--- config.mk ---
export PLATFORM = sky130hd
export DESIGN_NAME = mac_operand_decode
export DESIGN_NICKNAME = d
export VERILOG_FILES = /design/src/hw/mac_pkg.sv /design/src/hw/mac_operand_decode.sv
export SDC_FILE = /design/constraint.sdc
export NUM_CORES = 1
export LEC_CHECK = 0
export CORE_AREA = 2 2 88 90
export DETAILED_ROUTE_END_ITERATION = 10
export DIE_AREA = 0 0 90 92
export DONT_BUFFER_PORTS = 1
export GPL_ROUTABILITY_DRIVEN = 0
export PLACE_DENSITY = 0.4
export SLEW_MARGIN = 20
export SYNTH_ARGS = -nofsm -noshare
export SYNTH_HDL_FRONTEND = slang
export SYNTH_SLANG_ARGS = --single-unit
--- constraint.sdc ---
create_clock -name vclk -period 3.6
set_input_delay 0.36 -clock vclk [all_inputs]
set_output_delay 0.36 -clock vclk [all_outputs]
set_load 0.02 [all_outputs]
--- src/hw/mac_pkg.sv ---
// mac package
// widths, vector types and limits shared by the 32-bit multiply-accumulate unit

package mac_pkg;

  // width of an input operand and of the output window
  localparam int OPERAND_W = 32;

  // extra bits placed above each operand before the multiply
  localparam int PAD_W = 8;

  // an extended operand is the operand plus its pad bits
  localparam int EXT_W = OPERAND_W + PAD_W;

  // the accumulator holds the full product of two extended operands
  localparam int ACC_W = 2 * EXT_W;

  // the shift select picks the lsb of the output window
  localparam int SEL_W = 6;

  // operand or output word
  typedef logic [OPERAND_W-1:0] operand_t;

  // operand after sign or zero extension
  typedef logic [EXT_W-1:0] ext_operand_t;

  // accumulator value and the addend fed back into the adder
  typedef logic [ACC_W-1:0] acc_t;

  // shift select as it arrives on the port
  typedef logic [SEL_W-1:0] out_sel_t;

  // largest select that still fits a full window inside the accumulator
  // selects above this fall back to the window at bit 0
  localparam out_sel_t MAX_SHIFT = out_sel_t'(48);

endpackage
--- src/hw/mac_operand_decode.sv ---
// mac operand decode
// extends both operands by number mode and builds the rounding bias

`timescale 1ns/1ps

module mac_operand_decode (
  input  mac_pkg::operand_t     oper_data,
  input  mac_pkg::operand_t     coef_data,
  input  logic                  tc,
  input  mac_pkg::out_sel_t     out_sel,
  output mac_pkg::ext_operand_t oper_ext,
  output mac_pkg::ext_operand_t coef_ext,
  output mac_pkg::acc_t         rnd_bias
);

  // copies the operand msb into the pad bits in signed mode
  // in unsigned mode the pad bits stay zero
  function automatic mac_pkg::ext_operand_t pad_operand(
    input mac_pkg::operand_t data,
    input logic              is_signed
  );
    logic pad_bit;
    pad_bit = is_signed & data[mac_pkg::OPERAND_W-1];
    pad_operand = {{mac_pkg::PAD_W{pad_bit}}, data};
  endfunction

  // both operands share the same mode bit
  assign oper_ext = pad_operand(oper_data, tc);
  assign coef_ext = pad_operand(coef_data, tc);

  // the bias is half a unit of the selected output lsb
  // so a window at bit s gets 2 to the power s-1 added before truncation
  // select 0 has nothing below it to round and gets no bias
  // selects above the limit map to the bit-0 window and also get none
  // the live select is used here since the bias enters the adder this cycle
  always_comb begin
    rnd_bias = '0;
    if ((out_sel != '0) && (out_sel <= mac_pkg::MAX_SHIFT)) begin
      rnd_bias = mac_pkg::acc_t'(1) << (out_sel - mac_pkg::out_sel_t'(1));
    end
  end

endmodule

==> results.md, run 1 <==
- Status: complete, no violations
- Ant diodes: 0
- Row count: 32
- Pwr/cell area: 130.0 nW/um^2
- Crit path kind: primary input to output pin
- RSZ-0062 raised after global routing: false
- Design Area, Final: 752.0 um^2
- Clk_buf instances: 0
- DRT Pass-1 Iters: 4
- Global-route wire length before repair: about 4400 um
- Worst EP required: 3240 ps
- Initial Utilization: 18.09%
- Hold EP: coef_ext[3]
- Pin count of the biggest net entering global routing: 15
- Layout cell share with drive strength beyond 1: 8.403%
- Final setup TNS: 0 ps
- Number of instances in the placed design: 221
- Fin cells: 221
- Routed length per instance: 14.38 um
- Die Y: 92 um
- Static Leak: 0.2841 nW
- Initial DRC count: 52
- Crit path capture type: output pin
- Slew HR: approximately 40%
- Yosys synthesis warning count: 0
- Tcrit/Tclk final: 64.13%
- Sequential-to-total area share from yosys stat: 0%
- Post-Syn Area: between 1000 and 1500 um^2
- Via count: between 700 and 800
- Yosys cell types: 20
- Total grt overflow: 0
- Final Hold Vio Count: 0
- Dpl cell area: 752.0 um^2
- WP data arrival: 1950 ps
- Tmin final: ~2300 ps
- Post-Synthesis Cells: 202
- Syn avg cell area: approximately 6.7 um^2
- Worst-path maximum fanout: 14
- Residual DRC count: 0
- Max-cap violations: 0
- Setup Viol. Count Final: 0
- Die area: approximately 8300 um^2
- Hold crit path type: primary input to output pin
- I/O pin count: 231
- CP startpoint kind: primary input
- Synth-to-layout area growth: -44.20%
- DP Wirelength: 2695 um
- Post-CTS setup repair buffer count: 0
- VDD IR max: 16.65 uV
- Post-CTS sizing: 0
- Slowest CP cell: nor4_1
- CP peak stage delay: 730 ps
- Worst-Margin Slew: 888.0 ps
- IO Port Bufs: 0
- Nets@finish: 194
- Max Clk Rate: 433.1 MHz
- Tot GR Track Use: 6.715%
- Register Area: 0 um^2
- Final slew viol count: 0
- FFs & Latches: 0
- Die X: 90 um
- Vias in the first global route: 678
- Core ar.: 7447 um^2
- Hold Crit Depth: 0
- Initial antenna violation count: 0
- Drt total wl: around 3200 um
- Critical path, cell by cell: or4_4 -> mux2i_4 -> nor4_1
- Cts hold-fix bufs: 0
- Hold_sp: coef_data[3]
- Final ANT Viol Nets: 0
- Vias/cell: approximately 3.5
[worst max-delay path, delay by kind of cell]
family,cells,cell delay (ps)
mux,1,290
simple gates,2,1300
[cell usage in the layout, fill, tap and decap left out, drive strengths merged]
| cell type | instances |
|---|---|
| o31a | 1 |
| and2 | 3 |
| nor3b | 6 |
| conb | 32 |
| or4 | 1 |
| inv | 1 |
| nand4 | 1 |
| nor2 | 35 |
| nand3 | 4 |
| buf | 4 |
| nor4 | 7 |
| ha | 2 |
| nor2b | 6 |
| nand2 | 7 |
| and3 | 6 |
| mux2i | 3 |
[routing by layer]
layer	GRT usage, %	vias to the layer above	share of wire, %
li1	-	331	-
met5	0	-	0
met3	4.026	26	16
met2	12.53	81	51
met4	3.205	0	4.8
met1	5.611	338	28
[kinds of logic after synthesis]
logic type,synth area share [%]
other,0.2783
muxes,4.085
adders and majority gates,1.857
AOI/OAI and AO/OA,0.7428
buffers and inverters,64.99
and+or+nand+nor,28.04
[synthesized netlist by cell type (all sizes together)]
cell	count	area, um^2
o31a	1	10.01
and3	6	37.54
nor2b	6	37.54
nand2	7	26.28
nand4	1	6.260
nor2	35	131.4
inv	1	3.750
buf	113	853.3
nor3b	6	45.04
nor4	7	43.79
nand3	4	20.02
ha	2	25.02
clkbuf	5	18.77
mux2i	3	55.05
and2	3	18.77
or4	1	11.26
conb	1	3.750
[worst max-delay path by stage]
stage | startpoint | depth (start not counted) | slack [ps] | endpoint
3_3_place_gp | out_sel[2] | 3 | 1280 | rnd_bias[17]
5_1_grt | out_sel[2] | 3 | 1230 | rnd_bias[17]
3_5_place_dp | out_sel[2] | 3 | 1270 | rnd_bias[17]
6_report | out_sel[2] | 3 | 1290 | rnd_bias[17]
2_1_floorplan | out_sel[1] | 6 | 1190 | rnd_bias[17]
4_1_cts | out_sel[2] | 3 | 1270 | rnd_bias[17]
[area by class of cell]
type	count	area (um^2)
fillers	910	6695
inverters	1	3.754
multi-input cells	114	590.6
well taps	102	127.6
repair buffers	4	30.03
[power by group]
group / internal, W / switching, W / leakage [nW]
combinational: 0.0000153 / 0.0000824 / 0.284
clock: 0 / 0 / 0
sequential: 0 / 0 / 0
total: 0.0000153 / 0.0000824 / 0.284
[stage by stage]
stage                     setup slack, ps  util [%]  hold WS [ps]  total power [W]
after floorplan                      1192         -         832.6        0.0002342
after detailed placement             1268     10.10         720.1       0.00009844
after global routing                 1232     10.10         720.0        0.0001061
after global placement               1278     10.10         720.1       0.00009817
after CTS                            1267     10.10         720.1       0.00009828
final                                1291     10.10         720.0       0.00009778
Power figures use the tool's default switching activity.
==> inputs of run 2 (changes only) <==
--- a/config.mk
+++ b/config.mk
@@ -5,12 +5,13 @@
 export SDC_FILE = /design/constraint.sdc
 export NUM_CORES = 1
 export LEC_CHECK = 0
-export CORE_AREA = 2 2 88 90
+export ABC_AREA = 1
+export CORE_AREA = 2 2 89 91
 export DETAILED_ROUTE_END_ITERATION = 10
-export DIE_AREA = 0 0 90 92
+export DIE_AREA = 0 0 91 93
 export DONT_BUFFER_PORTS = 1
 export GPL_ROUTABILITY_DRIVEN = 0
-export PLACE_DENSITY = 0.4
+export PLACE_DENSITY = 0.43
 export SLEW_MARGIN = 20
 export SYNTH_ARGS = -nofsm -noshare
 export SYNTH_HDL_FRONTEND = slang
==> constraint.sdc (replaced) <==
create_clock -name vclk -period 2.19
set_input_delay 0.219 -clock vclk [all_inputs]
set_output_delay 0.219 -clock vclk [all_outputs]
set_load 0.02 [all_outputs]
==> run 2 against run 1 <==
Against the previous run: non-clock buffer count fell by 1; global-route usage up 1.4 points; hold slack worse by 280 ps; count of clock-buffer cells in the layout unchanged; combinational power rose by 92%; area after synthesis is 15% higher; critical endpoint is now rnd_bias[9]; highest routed layer unchanged.
==> results.md, run 2 <==
- FFs & Latches: 0
- DP Wirelength: 3125 um
- Sequential-to-total area share from yosys stat: 0%
- Vias/cell: 3.713
- Worst-path maximum fanout: 8
- Cts hold-fix bufs: 0
- Post-Syn Area: 1545 um^2
- Die area: 8463 um^2
- Post-CTS setup repair buffer count: 0
- Pwr Total: roughly 0.00019 W
- Cell with the most instances after synthesis: buf_4
- Nets@finish: 238
- IO Port Bufs: 0
- CP startpoint kind: primary input
- Residual DRC count: 0
- Max-cap violations: 0
- Post-synth top area cell: buf_4
- Critical path origin: out_sel[1]
- Worst setup endpoint: rnd_bias[9]
- WP data arrival: 1600 ps
- Total grt overflow: 0
- Tmin final: 1818 ps
- Routed length per instance: 14.59 um
- VDD IR max: 27.70 uV
- Crit path capture type: output pin
- Setup Viol. Count Final: 0
- Die Y: just over 90 um
- Vias in the first global route: 914
- Crit path kind: primary input to output pin
- Post-synth top cells: buf_4, nor2_1, nand2_1, inv_1, nand4_1
- Hold_sp: coef_data[23]
- Commonest cells after routing, fill and taps aside: nor2_1, conb_1, nand2_1
- Fin cells: about 270
- Clk_buf instances: 0
- Status: complete, no violations
- Ant diodes: 0
- Final slew viol count: 0
- Final Hold Vio Count: 0
- Number of instances in the placed design: 265
- Layout cell share with drive strength beyond 1: 9.202%
- Register Area: 0 um^2
- Final setup TNS: 0 ps
- Area of the multi-input gates: 699.4 um^2
- Initial DRC count: 41
- Hold crit path type: primary input to output pin
- Worst-Margin Slew: 520.1 ps
- Minimum hold slack: about 440 ps
- Tot GR Track Use: 8.089%
- Top cell type's share of synthesized area: 54.41%
- Layout Utilization: 12.08%
- Post-Synthesis Cells: 249
- Synth area leaders: buf_4, nor2_1, nand4_1, nand2_1, inv_1
- Slew HR: 65.32%
- Most common cell after layout, fill and taps aside: nor2_1
- Synth-to-layout area growth: -41.13%
- Yosys cell types: 18
- I/O pin count: 231
- Final ANT Viol Nets: 0
- Pwr/cell area: 206.2 nW/um^2
- Post-CTS sizing: 0
- Global-route wire length before repair: 5395 um
- Yosys synthesis warning count: 0
- Worst EP required: 1970 ps
- Fillers: 927
- Initial antenna violation count: 0
- Syn avg cell area: 6.206 um^2
- Core ar.: approximately 7500 um^2
- Static Leak: 0.4284 nW
- Max Clk Rate: 549.9 MHz
- Initial Utilization: 20.53%
- Pin count of the biggest net entering global routing: 20
- DRT Pass-1 Iters: 6
- Tcrit/Tclk final: 83.03%
- Row count: 32
- Drt total wl: 3867 um
- Die X: 91 um
- RSZ-0062 raised after global routing: false
- Via count: 984
==> run 2: cell count changes in the layout (fill, tap and decap cells not counted), moves of 7 or more <==
cell | previous run | this run
inv_1 | 1 | 16
nand3_1 | 4 | 11
nor2_1 | 35 | 49
nand4_1 | 1 | 14
nand2_1 | 7 | 23
nor4_1 | 7 | 0
==> run 2: how the worst min path moves through the flow <==
stage | end | slack, ps | depth (start not counted)
6_report | coef_ext[23] | 440 | 0
2_1_floorplan | rnd_bias[19] | 470 | 1
3_3_place_gp | coef_ext[12] | 440 | 0
5_1_grt | oper_ext[28] | 440 | 0
3_5_place_dp | coef_ext[12] | 440 | 0
4_1_cts | coef_ext[12] | 440 | 0
==> run 2: per-layer routing <==
layer	vias to the layer above	routed length (um)	global-route usage, %
li1	454	-	-
met1	433	1354	8.679
met2	71	1845	13.83
met3	26	488	3.384
met4	0	178	3.788
met5	-	0	0
==> run 2: final cells by class <==
cell class,instances,share of cell area (%)
tap,102,14.03
timing repair buffer,3,2.476
multi-input combinational,144,76.89
inverter,16,6.602
==> run 2: cells by family after synthesis <==
kind of cell / synth area share, %
AOI/OAI and AO/OA: 0.3236
buffers and inverters: 62.51
and+or+nand+nor: 35.30
other: 0.2427
adders and majority gates: 1.619
==> run 2: stage by stage <==
stage	setup slack, ps	instance area (um^2)
after floorplan	507.1	1662
after global placement	399.9	909.6
after detailed placement	368.2	909.6
after CTS	367.9	909.6
after global routing	244.6	909.6
final	371.6	909.6
==> run 2: worst max-delay path, stage by stage <==
cell and delay, ps:
nor2_8 30, ha_1 360, inv_1 120, nor2_1 350, nand3_1 180, nor2_1 340
==> run 2: where the power goes <==
group | internal [W] | leakage (nW) | switching [W] | total, W
logic | 0.0000269 | 0.428 | 0.000161 | 0.000188
clock network | 0 | 0 | 0 | 0
registers | 0 | 0 | 0 | 0
total | 0.0000269 | 0.428 | 0.000161 | 0.000188
